### config.mk
export PLATFORM = sky130hd
export DESIGN_NAME = sbq_ctrl_top
export DESIGN_NICKNAME = d
export VERILOG_FILES = /design/src/hdl/sbq_pkg.sv /design/src/hdl/axil_register.sv /design/src/hdl/axil_reg_if.sv /design/src/hdl/config_registers.sv /design/src/hdl/queue_tracker.sv /design/src/hdl/sbq_ctrl_top.sv
export VERILOG_INCLUDE_DIRS = /design/src /design/src/hdl
export SDC_FILE = /design/constraint.sdc
export NUM_CORES = 1
export LEC_CHECK = 0
export BUFFER_PORTS_ARGS = -buffer_cell sky130_fd_sc_hd__buf_4
export CORE_ASPECT_RATIO = 1.2
export CORE_UTILIZATION = 55
export DETAILED_ROUTE_END_ITERATION = 7
export PLACE_DENSITY = 0.77
export SLEW_MARGIN = 20
export SYNTH_ARGS = -nofsm -noshare
export SYNTH_HDL_FRONTEND = slang
export SYNTH_SLANG_ARGS = --single-unit
### constraint.sdc
create_clock -name clk -period 6.4 [get_ports clk]
set_clock_uncertainty 0.15 [all_clocks]
set_input_delay 0.96 -clock clk [delete_from_list [all_inputs] [get_ports clk]]
set_output_delay 0.96 -clock clk [all_outputs]
set_load 0.05 [all_outputs]
### src/hdl/sbq_cfg.svh
`ifndef SBQ_CFG_SVH
`define SBQ_CFG_SVH

// queue count and entry geometry
`define SBQ_NUM_QUEUES 2
`define SBQ_ENTRY_BYTES 64

// register map constants
`define SBQ_ID_VERSION 32'h5b51_0100
`define SBQ_QUEUE_BASE 32'h0000_0100
`define SBQ_REG_STRIDE 32'h0000_0020

`define SBQ_RESET_CAPACITY 32'd2
`define SBQ_UNMAPPED_VALUE 32'hffff_ffff

`endif

### src/hdl/sbq_pkg.sv
package sbq_pkg;

    typedef struct packed {
        logic [31:0] addr;
    } axil_aw_t;

    typedef struct packed {
        logic [31:0] data;
        logic [3:0]  strb;
    } axil_w_t;

    typedef struct packed {
        logic [1:0] resp;
    } axil_b_t;

    typedef struct packed {
        logic [31:0] addr;
    } axil_ar_t;

    typedef struct packed {
        logic [31:0] data;
        logic [1:0]  resp;
    } axil_r_t;

    typedef struct packed {
        logic [63:0] base_addr;
        logic [31:0] capacity;
        logic        enable;
    } queue_cfg_t;

    // offsets inside one queue window
    typedef enum logic [4:0] {
        BASE_LO  = 5'h00,
        BASE_HI  = 5'h04,
        CAPACITY = 5'h08,
        ENABLE   = 5'h0c,
        RESET    = 5'h10,
        STATUS   = 5'h14
    } reg_offset_e;

    // global registers sit below the first window, their offsets overlap the window offsets
    localparam logic [31:0] ID_VERSION = 32'h000;
    localparam logic [31:0] CAPABILITY = 32'h004;

    typedef enum logic [1:0] {
        IDLE,
        WRITE_RESP,
        READ_RESP
    } bridge_state_e;

    localparam logic [1:0] resp_okay = 2'b00;

endpackage

### src/hdl/axil_register.sv
`timescale 1ns/100ps

module axil_register (
    input  logic              clk,
    input  logic              arst_n,

    input  sbq_pkg::axil_aw_t s_aw,
    input  logic              s_aw_valid,
    output logic              s_aw_ready,
    input  sbq_pkg::axil_w_t  s_w,
    input  logic              s_w_valid,
    output logic              s_w_ready,
    output sbq_pkg::axil_b_t  s_b,
    output logic              s_b_valid,
    input  logic              s_b_ready,
    input  sbq_pkg::axil_ar_t s_ar,
    input  logic              s_ar_valid,
    output logic              s_ar_ready,
    output sbq_pkg::axil_r_t  s_r,
    output logic              s_r_valid,
    input  logic              s_r_ready,

    output sbq_pkg::axil_aw_t m_aw,
    output logic              m_aw_valid,
    input  logic              m_aw_ready,
    output sbq_pkg::axil_w_t  m_w,
    output logic              m_w_valid,
    input  logic              m_w_ready,
    input  sbq_pkg::axil_b_t  m_b,
    input  logic              m_b_valid,
    output logic              m_b_ready,
    output sbq_pkg::axil_ar_t m_ar,
    output logic              m_ar_valid,
    input  logic              m_ar_ready,
    input  sbq_pkg::axil_r_t  m_r,
    input  logic              m_r_valid,
    output logic              m_r_ready
);

    // channel order in the vectors below is aw, w, b, ar, r
    logic [4:0] in_valid;
    logic [4:0] in_ready;
    logic [4:0] out_ready;
    logic [4:0] full;
    logic [4:0] take;
    logic       live;      // keeps every ready low in the first cycle out of reset

    assign in_valid  = {s_aw_valid, s_w_valid, m_b_valid, s_ar_valid, m_r_valid};
    assign out_ready = {m_aw_ready, m_w_ready, s_b_ready, m_ar_ready, s_r_ready};

    // a full stage only takes a new beat while its old one leaves
    assign in_ready = {5{live}} & (~full | out_ready);
    assign take     = in_valid & in_ready;

    assign {s_aw_ready, s_w_ready, m_b_ready, s_ar_ready, m_r_ready} = in_ready;
    assign {m_aw_valid, m_w_valid, s_b_valid, m_ar_valid, s_r_valid} = full;

    always_ff @(posedge clk or negedge arst_n) begin
        if (!arst_n) begin
            live <= 1'b0;
            full <= '0;
        end else begin
            live <= 1'b1;
            full <= (in_ready & in_valid) | (~in_ready & full);
        end
    end

    always_ff @(posedge clk) begin
        if (take[4]) m_aw <= s_aw;
        if (take[3]) m_w  <= s_w;
        if (take[2]) s_b  <= m_b;   // responses travel back toward the host
        if (take[1]) m_ar <= s_ar;
        if (take[0]) s_r  <= m_r;
    end

endmodule

### src/hdl/axil_reg_if.sv
`timescale 1ns/100ps

module axil_reg_if (
    input  logic              clk,
    input  logic              arst_n,

    input  sbq_pkg::axil_aw_t aw,
    input  logic              aw_valid,
    output logic              aw_ready,
    input  sbq_pkg::axil_w_t  w,
    input  logic              w_valid,
    output logic              w_ready,
    output sbq_pkg::axil_b_t  b,
    output logic              b_valid,
    input  logic              b_ready,
    input  sbq_pkg::axil_ar_t ar,
    input  logic              ar_valid,
    output logic              ar_ready,
    output sbq_pkg::axil_r_t  r,
    output logic              r_valid,
    input  logic              r_ready,

    output logic              wr_en,
    output logic [31:0]       wr_addr,
    output logic [31:0]       wr_data,
    output logic [3:0]        wr_strb,
    output logic              rd_en,
    output logic [31:0]       rd_addr,
    input  logic [31:0]       rd_data
);

    sbq_pkg::bridge_state_e state;
    logic                   write_pair;
    logic [31:0]            rdata_q;

    assign write_pair = aw_valid && w_valid;

    // aw and w are always taken together, a read waits while a write pair is offered
    assign aw_ready = (state == sbq_pkg::IDLE) && write_pair;
    assign w_ready  = aw_ready;
    assign ar_ready = (state == sbq_pkg::IDLE) && !write_pair && ar_valid;

    assign b_valid = (state == sbq_pkg::WRITE_RESP);
    assign b.resp  = sbq_pkg::resp_okay;
    assign r.data  = rdata_q;
    assign r.resp  = sbq_pkg::resp_okay;

    always_ff @(posedge clk or negedge arst_n) begin
        if (!arst_n) begin
            state   <= sbq_pkg::IDLE;
            wr_en   <= 1'b0;
            rd_en   <= 1'b0;
            r_valid <= 1'b0;
        end else begin
            wr_en <= aw_ready;
            rd_en <= ar_ready;
            if (rd_en) begin
                r_valid <= 1'b1;    // read data lands in rdata_q on this same edge
            end else if (r_ready) begin
                r_valid <= 1'b0;
            end
            case (state)
                sbq_pkg::IDLE: begin
                    if (aw_ready) begin
                        state <= sbq_pkg::WRITE_RESP;
                    end else if (ar_ready) begin
                        state <= sbq_pkg::READ_RESP;
                    end
                end
                sbq_pkg::WRITE_RESP: begin
                    if (b_ready) state <= sbq_pkg::IDLE;
                end
                sbq_pkg::READ_RESP: begin
                    if (r_valid && r_ready) state <= sbq_pkg::IDLE;
                end
                default: state <= sbq_pkg::IDLE;
            endcase
        end
    end

    always_ff @(posedge clk) begin
        if (aw_ready) begin
            wr_addr <= aw.addr;
            wr_data <= w.data;
            wr_strb <= w.strb;
        end
        if (ar_ready) rd_addr <= ar.addr;
        if (rd_en) rdata_q <= rd_data;
    end

endmodule

### src/hdl/config_registers.sv
`timescale 1ns/100ps
`include "sbq_cfg.svh"

module config_registers (
    input  logic                                       clk,
    input  logic                                       arst_n,
    input  logic                                       wr_en,
    input  logic [31:0]                                wr_addr,
    input  logic [31:0]                                wr_data,
    input  logic [3:0]                                 wr_strb,
    input  logic                                       rd_en,
    input  logic [31:0]                                rd_addr,
    output logic [31:0]                                rd_data,
    input  logic [`SBQ_NUM_QUEUES-1:0]                 status_idle,
    output sbq_pkg::queue_cfg_t [`SBQ_NUM_QUEUES-1:0] queue_cfg,
    output logic [`SBQ_NUM_QUEUES-1:0]                 q_reset
);

    localparam sbq_pkg::queue_cfg_t cfg_default = '{
        base_addr: 64'd0,
        capacity:  `SBQ_RESET_CAPACITY,
        enable:    1'b0
    };

    // offset of addr inside the window of queue idx, huge when addr lies below it
    function automatic logic [31:0] window_offset(input logic [31:0] addr, input int idx);
        return addr - (`SBQ_QUEUE_BASE + 32'(idx) * `SBQ_REG_STRIDE);
    endfunction

    // keeps the bytes of old_val whose strobe is low
    function automatic logic [31:0] strobed(input logic [31:0] old_val);
        logic [31:0] res;
        for (int b = 0; b < 4; b++) begin
            res[8*b +: 8] = wr_strb[b] ? wr_data[8*b +: 8] : old_val[8*b +: 8];
        end
        return res;
    endfunction

    always_ff @(posedge clk or negedge arst_n) begin
        if (!arst_n) begin
            for (int i = 0; i < `SBQ_NUM_QUEUES; i++) begin
                queue_cfg[i] <= cfg_default;
            end
            q_reset <= '0;
        end else begin
            q_reset <= '0;
            for (int i = 0; i < `SBQ_NUM_QUEUES; i++) begin
                if (wr_en) begin
                    case (window_offset(wr_addr, i))
                        sbq_pkg::BASE_LO:
                            queue_cfg[i].base_addr[31:0] <= strobed(queue_cfg[i].base_addr[31:0]);
                        sbq_pkg::BASE_HI:
                            queue_cfg[i].base_addr[63:32] <= strobed(queue_cfg[i].base_addr[63:32]);
                        sbq_pkg::CAPACITY:
                            queue_cfg[i].capacity <= strobed(queue_cfg[i].capacity);
                        sbq_pkg::ENABLE: begin
                            if (wr_strb[0]) queue_cfg[i].enable <= wr_data[0];
                        end
                        sbq_pkg::RESET: begin
                            if (wr_strb[0] && wr_data[0]) begin
                                q_reset[i]   <= 1'b1;   // tracker clears on the next edge
                                queue_cfg[i] <= cfg_default;
                            end
                        end
                        default: ;
                    endcase
                end
            end
        end
    end

    always_comb begin
        rd_data = `SBQ_UNMAPPED_VALUE;
        if (rd_en) begin
            if (rd_addr == sbq_pkg::ID_VERSION) begin
                rd_data = `SBQ_ID_VERSION;
            end else if (rd_addr == sbq_pkg::CAPABILITY) begin
                rd_data = 32'd0;
            end
            for (int i = 0; i < `SBQ_NUM_QUEUES; i++) begin
                case (window_offset(rd_addr, i))
                    sbq_pkg::BASE_LO:  rd_data = queue_cfg[i].base_addr[31:0];
                    sbq_pkg::BASE_HI:  rd_data = queue_cfg[i].base_addr[63:32];
                    sbq_pkg::CAPACITY: rd_data = queue_cfg[i].capacity;
                    sbq_pkg::ENABLE:   rd_data = {31'd0, queue_cfg[i].enable};
                    sbq_pkg::RESET:    rd_data = 32'd0;    // self clearing, never seen set
                    sbq_pkg::STATUS:   rd_data = {31'd0, status_idle[i]};
                    default: ;
                endcase
            end
        end
    end

endmodule

### src/hdl/queue_tracker.sv
`timescale 1ns/100ps
`include "sbq_cfg.svh"

module queue_tracker (
    input  logic                                       clk,
    input  logic                                       arst_n,
    input  sbq_pkg::queue_cfg_t [`SBQ_NUM_QUEUES-1:0] queue_cfg,
    input  logic [`SBQ_NUM_QUEUES-1:0]                 q_reset,
    input  logic [`SBQ_NUM_QUEUES-1:0]                 push,
    input  logic [`SBQ_NUM_QUEUES-1:0]                 pop,
    output logic [`SBQ_NUM_QUEUES-1:0]                 q_full,
    output logic [`SBQ_NUM_QUEUES-1:0]                 status_idle,
    output logic [`SBQ_NUM_QUEUES-1:0][63:0]           entry_addr
);

    logic [`SBQ_NUM_QUEUES-1:0][31:0] count;
    logic [`SBQ_NUM_QUEUES-1:0][31:0] wr_ptr;
    logic [`SBQ_NUM_QUEUES-1:0][31:0] ptr_next;
    logic [`SBQ_NUM_QUEUES-1:0]       push_ok;
    logic [`SBQ_NUM_QUEUES-1:0]       pop_ok;

    always_comb begin
        for (int i = 0; i < `SBQ_NUM_QUEUES; i++) begin
            q_full[i]      = count[i] >= queue_cfg[i].capacity;    // capacity 0 is always full
            status_idle[i] = count[i] == 32'd0;
            push_ok[i]     = push[i] && queue_cfg[i].enable && !q_full[i];
            pop_ok[i]      = pop[i] && !status_idle[i];
            ptr_next[i]    = wr_ptr[i] + 32'd1;
            if (ptr_next[i] >= queue_cfg[i].capacity) ptr_next[i] = 32'd0;
            entry_addr[i]  = queue_cfg[i].base_addr
                           + {32'd0, wr_ptr[i]} * 64'(`SBQ_ENTRY_BYTES);
        end
    end

    always_ff @(posedge clk or negedge arst_n) begin
        if (!arst_n) begin
            count  <= '0;
            wr_ptr <= '0;
        end else begin
            for (int i = 0; i < `SBQ_NUM_QUEUES; i++) begin
                if (q_reset[i]) begin
                    count[i]  <= 32'd0;
                    wr_ptr[i] <= 32'd0;
                end else begin
                    // a push and a pop together leave the count alone
                    if (push_ok[i] && !pop_ok[i]) begin
                        count[i] <= count[i] + 32'd1;
                    end else if (pop_ok[i] && !push_ok[i]) begin
                        count[i] <= count[i] - 32'd1;
                    end
                    if (push_ok[i]) wr_ptr[i] <= ptr_next[i];
                end
            end
        end
    end

endmodule

### src/hdl/sbq_ctrl_top.sv
`timescale 1ns/100ps
`include "sbq_cfg.svh"

module sbq_ctrl_top (
    input  logic                             clk,
    input  logic                             arst_n,
    input  sbq_pkg::axil_aw_t                aw,
    input  logic                             aw_valid,
    output logic                             aw_ready,
    input  sbq_pkg::axil_w_t                 w,
    input  logic                             w_valid,
    output logic                             w_ready,
    output sbq_pkg::axil_b_t                 b,
    output logic                             b_valid,
    input  logic                             b_ready,
    input  sbq_pkg::axil_ar_t                ar,
    input  logic                             ar_valid,
    output logic                             ar_ready,
    output sbq_pkg::axil_r_t                 r,
    output logic                             r_valid,
    input  logic                             r_ready,
    input  logic [`SBQ_NUM_QUEUES-1:0]       push,
    input  logic [`SBQ_NUM_QUEUES-1:0]       pop,
    output logic [`SBQ_NUM_QUEUES-1:0]       q_full,
    output logic [`SBQ_NUM_QUEUES-1:0]       status_idle,
    output logic [`SBQ_NUM_QUEUES-1:0][63:0] entry_addr
);

    // AXI-Lite between the slice and the bridge
    sbq_pkg::axil_aw_t aw_q;
    sbq_pkg::axil_w_t  w_q;
    sbq_pkg::axil_b_t  b_q;
    sbq_pkg::axil_ar_t ar_q;
    sbq_pkg::axil_r_t  r_q;
    logic              aw_q_valid, aw_q_ready, w_q_valid, w_q_ready, b_q_valid, b_q_ready;
    logic              ar_q_valid, ar_q_ready, r_q_valid, r_q_ready;

    logic                                      wr_en, rd_en;
    logic [31:0]                               wr_addr, wr_data, rd_addr, rd_data;
    logic [3:0]                                wr_strb;
    sbq_pkg::queue_cfg_t [`SBQ_NUM_QUEUES-1:0] queue_cfg;
    logic [`SBQ_NUM_QUEUES-1:0]                q_reset;

    axil_register u_slice (
        .clk(clk), .arst_n(arst_n),
        .s_aw(aw), .s_aw_valid(aw_valid), .s_aw_ready(aw_ready),
        .s_w(w), .s_w_valid(w_valid), .s_w_ready(w_ready),
        .s_b(b), .s_b_valid(b_valid), .s_b_ready(b_ready),
        .s_ar(ar), .s_ar_valid(ar_valid), .s_ar_ready(ar_ready),
        .s_r(r), .s_r_valid(r_valid), .s_r_ready(r_ready),
        .m_aw(aw_q), .m_aw_valid(aw_q_valid), .m_aw_ready(aw_q_ready),
        .m_w(w_q), .m_w_valid(w_q_valid), .m_w_ready(w_q_ready),
        .m_b(b_q), .m_b_valid(b_q_valid), .m_b_ready(b_q_ready),
        .m_ar(ar_q), .m_ar_valid(ar_q_valid), .m_ar_ready(ar_q_ready),
        .m_r(r_q), .m_r_valid(r_q_valid), .m_r_ready(r_q_ready)
    );

    axil_reg_if u_bridge (
        .clk(clk), .arst_n(arst_n),
        .aw(aw_q), .aw_valid(aw_q_valid), .aw_ready(aw_q_ready),
        .w(w_q), .w_valid(w_q_valid), .w_ready(w_q_ready),
        .b(b_q), .b_valid(b_q_valid), .b_ready(b_q_ready),
        .ar(ar_q), .ar_valid(ar_q_valid), .ar_ready(ar_q_ready),
        .r(r_q), .r_valid(r_q_valid), .r_ready(r_q_ready),
        .wr_en(wr_en), .wr_addr(wr_addr), .wr_data(wr_data), .wr_strb(wr_strb),
        .rd_en(rd_en), .rd_addr(rd_addr), .rd_data(rd_data)
    );

    config_registers u_regs (
        .clk(clk), .arst_n(arst_n),
        .wr_en(wr_en), .wr_addr(wr_addr), .wr_data(wr_data), .wr_strb(wr_strb),
        .rd_en(rd_en), .rd_addr(rd_addr), .rd_data(rd_data),
        .status_idle(status_idle),
        .queue_cfg(queue_cfg),
        .q_reset(q_reset)
    );

    queue_tracker u_tracker (
        .clk(clk), .arst_n(arst_n),
        .queue_cfg(queue_cfg),
        .q_reset(q_reset),
        .push(push),
        .pop(pop),
        .q_full(q_full),
        .status_idle(status_idle),
        .entry_addr(entry_addr)
    );

endmodule

# Word-level counts from Yosys, hierarchy flattened
# Cells that the tools add are included.
[word_totals]
reg_bits = 599
out_inout_bits = 173
wordCells = 237
[op_classes]
n_addsub = 12
magnitude_cmp = 4
n_eq_ne = 52
muxes = 42
n_bitwise = 7
n_reduce_logical = 73
[ops]
columns = ["cell", "n"]
rows = [
  ["$mux W32", 14],
  ["$pmux W32 S2", 6],
  ["$pmux W32 S6", 2],
  ["$eq A32 B4 Y1 const B", 8],
  ["$logic_not A32 Y1", 7],
  ["$eq A32 B5 Y1 const B", 6],
  ["$eq A32 B3 Y1 const B", 5],
  ["$add A32 B1 Y32 const B", 4],
  ["$add A64 B38 Y64", 2],
  ["$ge A32 B32 Y1", 4],
  ["$sub A32 B9 Y32 const B", 4],
  ["$reduce_and A4 Y1", 26],
  ["$mux W97", 1],
  ["$sub A32 B1 Y32 const B", 2],
  ["$ne A2 B2 Y1 const B", 26],
  ["$mux W8", 4],
  ["$reduce_bool A2 Y1", 11],
  ["$logic_and A1 B1 Y1", 16],
  ["$and A5 B5 Y5", 3],
  ["$not A5 Y5", 2],
  ["$or A5 B5 Y5", 2],
  ["$logic_not A1 Y1", 9],
  ["$mux W1", 8],
  ["$mux W2", 4],
  ["9 further kinds", 14],
]

# Longest topological paths before layout
[logic_depth]
word_depth = 9
depth_mapped = 23

# Modules after synthesis
# Synthesis repeated with hierarchy kept, for this count alone.
[unflattened]
cells_unflattened = 3645
area_unflattened_um2 = 36849.1
[by_module_without_submodules]
columns = ["mod", "n_inst", "cells_each", "area_per_inst_um2", "seq_area_each_um2"]
rows = [
  ["queue_tracker", 1, 2173, 17252.8, 3203.1],
  ["config_registers", 1, 1147, 10973.0, 4907.2],
  ["axil_register", 1, 170, 4410.5, 4234.1],
  ["axil_reg_if", 1, 155, 4212.8, 4088.9],
]

# Worst setup path before layout
# No wires, ideal clock.
[synth_path]
path_kind = "register to register"
startpoint = "register u_tracker.count[32] in the netlist's numbering"
endpoint = "register u_tracker.count[63] in the netlist's numbering"
setup_ns = 0.128
t_arrival_ns = 5.772
t_required_ns = 6.122
setup_slack_ns = 0.351
path_stages_with_launch = 23
path_buffers = 1
synth_period_minus_slack_ns = 6.049
path_cell_list = "dfrtp_1 > inv_1 > ha_1 > nand2b_1 > a21o_1 > a211o_1 > a211oi_1 > o211ai_1 > nand3_1 > and3_1 > buf_1 > nand2_1 > ha_1 > a211o_1 > a21oi_1 > a21oi_1 > a21oi_1 > a211oi_1 > a31o_2 > a41o_1 > o21ba_1 > a211oi_1 > mux2_1"
[synth_via]
elab_chain_cells = 7
word_cells_on_any_way = 16
[synth_lines]
columns = ["element", "line", "rtl"]
rows = [
  ["start: declaration", "queue_tracker.sv:16", "logic [`SBQ_NUM_QUEUES-1:0][31:0] count;"],
  ["start signal: indexed assignment", "queue_tracker.sv:47", "count[i] <= count[i] + 32'd1;"],
  ["start signal: indexed assignment", "queue_tracker.sv:49", "count[i] <= count[i] - 32'd1;"],
  ["branches (longest 7 deep; another with $ge A32 B32 Y1)", "n/a", ""],
]
# Parallel ways; which one is timed is not known. The select of a mux whose other input is x is not followed.
# A chain may end at the register's enable or synchronous reset.

# Final worst setup path
[layout_path]
startpoint = "register u_tracker.count[0] in the netlist's numbering"
endpoint = "register u_tracker.count[31] in the netlist's numbering"
# The elaborated chain is that of the path after synthesis.

==> impl_summary.md <==
Outcome
The run finished with clean final reports.

Synthesis
The count of unique library cells instantiated by Yosys is 94. The synthesized design contains 264 enable-type register cells. The total number of yosys warnings is 0. After technology mapping, the gate count stands at 3478. The top cell type's share of synthesized area is 0.2409. In the synthesized netlist the dominant register cell turns out to be sky130_fd_sc_hd__dfrtp_1. The mean post-synth cell area is 9.946 sq um. The cell type with the highest aggregate area in the netlist is sky130_fd_sc_hd__dfrtp_1.

The register area share after synthesis is 0.4716. The area of the mapped netlist is 0.03459 sq mm. By area the synthesized netlist is led by sky130_fd_sc_hd__dfrtp_1 (24%), sky130_fd_sc_hd__edfxtp_1 (23%), sky130_fd_sc_hd__ha_1 (9.8%). The post-synthesis register bit count is 599. The share of synthesized registers carrying an async set or reset is 0.5593.

STA
The final critical delay including setup and external delays is 6.101 ns. The accumulated negative setup slack is 0 ns. The worst pin sits at a relative slew slack of 0.2498.

The worst setup slack after layout is 0.2993 ns. The max-slew violation count is 0. At the pin with the least slew margin, the transition time is 1.118 ns. The final number of hold-violating endpoints is 0.

In the finished design, the share of the clock period the worst path needs comes to 0.9532. Setup violations remaining at the end of the flow were counted as 0. Setup repair after global routing left no endpoint under its margin.

The maximum clock rate is 163.9 MHz.

Worst setup path
For the worst flop-to-flop path, the logic depth is 24. The critical path ends at u_tracker.count[31]. In this run the critical register-to-register path is launched from u_tracker.count[0]. The flop-to-flop setup slack is 0.30 ns. The required time of the critical path is 6.75 ns. STA puts the critical path data arrival time at around 6.5 ns. The critical path is of the reg -> reg type. The critical path starts at u_tracker.count[0]. The endpoint of the lowest-slack register-to-register path is u_tracker.count[31].

Along the worst path, the maximum fanout reaches 11. The worst setup path is launched from a flop. STA classifies the critical path endpoint as a flop.

Final layout
The sequential cell area in the final layout is 0.01631 sq mm. The multi-input combinational cell area is 0.01743 sq mm. The most common cell after layout, fill and taps aside is sky130_fd_sc_hd__nand2_1. In the layout the commonest cells are sky130_fd_sc_hd__nand2_1 (650), sky130_fd_sc_hd__dfrtp_1 (333), sky130_fd_sc_hd__buf_4 (316). The number of filler cells placed in the layout is 5137. The net count reported at finish is 4125.

Of the cells placed in the final design, the portion with a size suffix greater than 1 is 0.1259. Compared with the post-synthesis result, the final layout area differs by 14.37%.

Die
During I/O placement, the number of pins put on the boundary was approximately 280. The die width is 230.9 microns. The die is roughly 280 microns tall. The area of the die is 0.06390 sq mm. For this configuration, the core starts out at a cell density of 0.5574. The core region is 0.06206 sq mm.

The placement row count is 100.

Power
The analysis attributes to cell leakage a power of 18.05 nW. After layout, the design draws a total of between 8 and 9 mW. The ratio of total power to cell area is 220.9 mW/mm^2. The worst-case IR drop observed on VDD is around 280 uV.

Min path
The kind of path behind the tightest hold check is in -> async.

GRT
Entering global routing, the biggest net connects roughly 130 pins. Global routing finished with a remaining overflow of 0. The number of antenna violations at the first check in global routing is 3. The global-route usage over all layers is 0.3287.

The global-route wire length before repair is 160400 microns. The number of global-route vias before repair is 27433.

Placed design
The number of I/O port buffers is 279. At the end of routability-driven placement, the weighted congestion stood at 0.9923. The HPWL reported at the end of detailed placement is 81300 microns. The post-placement worst setup slack is ~0.37 ns.

Detailed routing
The overall routed net length is 105300 microns. The number of detailed-route iterations in the first pass is 6. Dividing the detail-routed wire length by the instance count gives between 20 and 25 microns.

Using the TritonRoute via totals, the vias-per-cell ratio works out to 6.182. The count of antenna-violating nets left after detailed routing is 0. In the routed design, unresolved DRC markers number 0.

The initial detailed-routing violation count is 2767. The via count is 28474.

Clocking
For this design, the sink count on the clock tree is around 600. In this run, CTS created clock tree buffers numbering 58. The post-CTS clock slew at the launch and capture registers of the worst setup and hold paths is 0.07 ns. The clock network latency to the later pin of the worst-skew pair is 0.64 ns. The deepest level of the CTS H-tree is 2. The maximum count of clock buffers along a single path is 3. The TritonCTS clock tree is done.

The cell at the root of the clock tree is sky130_fd_sc_hd__clkbuf_16.

Job
Across the run, the number of max-cap violations was 0.
-- Yosys cell counts (10+ instances only) --
cell type,count
sky130_fd_sc_hd__nand2_1,650
sky130_fd_sc_hd__dfrtp_1,333
sky130_fd_sc_hd__ha_1,270
sky130_fd_sc_hd__edfxtp_1,264
sky130_fd_sc_hd__a21oi_1,197
sky130_fd_sc_hd__o21ai_1,185
sky130_fd_sc_hd__xnor2_1,155
sky130_fd_sc_hd__nor2_1,143
sky130_fd_sc_hd__a21o_1,140
sky130_fd_sc_hd__inv_1,110
sky130_fd_sc_hd__nand3_1,101
sky130_fd_sc_hd__clkbuf_1,88
sky130_fd_sc_hd__xor2_1,84
sky130_fd_sc_hd__nand4_1,57
sky130_fd_sc_hd__and3_1,46
sky130_fd_sc_hd__a22o_1,43
sky130_fd_sc_hd__o31ai_1,42
sky130_fd_sc_hd__o21ai_0,38
sky130_fd_sc_hd__nor2b_1,37
sky130_fd_sc_hd__a221oi_1,36
sky130_fd_sc_hd__nor3_1,35
sky130_fd_sc_hd__nand2b_1,31
sky130_fd_sc_hd__nor4_1,31
sky130_fd_sc_hd__a31oi_1,30
sky130_fd_sc_hd__a211oi_1,20
sky130_fd_sc_hd__a22oi_1,20
sky130_fd_sc_hd__nand3b_1,20
sky130_fd_sc_hd__a221oi_2,19
sky130_fd_sc_hd__and2_1,19
sky130_fd_sc_hd__o21a_1,18
sky130_fd_sc_hd__buf_4,16
sky130_fd_sc_hd__or3_1,15
sky130_fd_sc_hd__a41oi_1,12
sky130_fd_sc_hd__o21bai_1,12
sky130_fd_sc_hd__a211o_1,11
sky130_fd_sc_hd__o22ai_1,10
-- logic make-up (layout without fill, tap and decap cells) --
group                      after synthesis  after routing  synth area share
and+or+nand+nor                       1229           1229            0.1643
other                                    2              7         0.0002171
buffers and inverters                  236            543           0.02818
xor gates and xnor gates               239            239           0.06052
AOI/OAI and AO/OA                      890            890            0.1721
DFF                                    599            599            0.4716
adders and majority gates              274            274           0.09998
muxes                                    9              9          0.003147
-- per-layer routing --
layer  up-vias  track usage  part of all wire
li1      13166            -                 -
met1     13693       0.3955              0.37
met2      1288       0.5428              0.48
met3       325      0.05220             0.076
met4         2       0.2202             0.077
met5         -            0           0.00012
-- how the worst min path moves through the flow --
stage / to / slack (ns) / start / cells after the start
after floorplan: u_bridge.rd_addr[0] / 0.25 / u_slice.m_ar[0] / 0
after global placement: u_bridge.wr_data[0] / 0.25 / u_slice.m_w[4] / 0
after detailed placement: u_bridge.rd_addr[1] / 0.25 / u_slice.m_ar[1] / 0
after CTS: u_tracker.count[34] / 0.24 / arst_n / 1
after global routing: u_tracker.count[34] / 0.27 / arst_n / 1
final: u_tracker.count[34] / 0.19 / arst_n / 1
-- layout make-up --
cell class	instances	share of cell area
Antenna cell	2	0.0001265
Clock buffer	80	0.04004
Clock inverter	28	0.008792
Inverter	116	0.01104
Multi-Input combinational cell	2646	0.4405
Sequential cell	599	0.4123
Tap cell	816	0.02581
Timing Repair Buffer	319	0.06135
-- stage by stage --
step | utilization | std cells | area [sq um] | hold WS [ns]
floorplan | - | 3481 | 34600 | 0.2503
global placement | 0.6053 | 4495 | 37560 | 0.2505
detailed placement | 0.6053 | 4495 | 37560 | 0.2545
CTS | 0.6364 | 4603 | 39500 | 0.2393
global route | 0.6375 | 4606 | 39560 | 0.2680
finish | 0.6375 | 4606 | 39560 | 0.1906
-- power breakdown --
| part | internal (mW) | switching [mW] | leakage [nW] |
|---|---|---|---|
| Clock | 1.99 | 1.54 | 0.941 |
| Sequential | 4.35 | 0.248 | 6.86 |
| Combinational | 0.174 | 0.442 | 10.2 |
-- worst max-delay path: stages, from the launching register on --
cell                       delay [ns]
sky130_fd_sc_hd__dfrtp_1         0.49
sky130_fd_sc_hd__inv_1           0.08
sky130_fd_sc_hd__ha_1            0.28
sky130_fd_sc_hd__nand2b_1        0.14
sky130_fd_sc_hd__a21o_1          0.17
sky130_fd_sc_hd__a21o_1          0.17
sky130_fd_sc_hd__a21oi_1         0.18
sky130_fd_sc_hd__o211ai_1        0.15
sky130_fd_sc_hd__a41o_1          0.28
sky130_fd_sc_hd__or4_1           0.56
sky130_fd_sc_hd__nor2b_1         0.20
sky130_fd_sc_hd__inv_1           0.23
sky130_fd_sc_hd__ha_1            0.43
sky130_fd_sc_hd__nand2_1         0.14
sky130_fd_sc_hd__nor4_2          0.39
sky130_fd_sc_hd__nor4bb_1        0.11
sky130_fd_sc_hd__buf_4           0.15
sky130_fd_sc_hd__o31ai_1         0.44
sky130_fd_sc_hd__a221oi_2        0.13
sky130_fd_sc_hd__o311a_1         0.42
sky130_fd_sc_hd__o21ai_1         0.14
sky130_fd_sc_hd__a21oi_1         0.11
sky130_fd_sc_hd__mux2i_1         0.18
sky130_fd_sc_hd__xor2_1          0.18
sky130_fd_sc_hd__nor2_1          0.06
-- what timing repair did --
action	CTS	global route
buffers inserted	0	1
hold buffers	0	0
resized for setup	0	6
hold endpoints to repair	0	0
setup endpoints to repair	0	4
-- flip-flops by register name, summed over array words and instances, names as in the netlist, 4 cells and up, named ones only --
register	flops
u_bridge.wr_strb	4
u_regs.queue_cfg	194
u_slice.m_w	36
u_tracker.wr_ptr	64
u_slice.m_aw	32
u_bridge.wr_data	32
u_bridge.rd_addr	32
u_slice.m_ar	32
u_bridge.rdata_q	32
u_tracker.count	64
u_slice.s_r	32
u_bridge.wr_addr	32
Power figures use the tool's default switching activity.
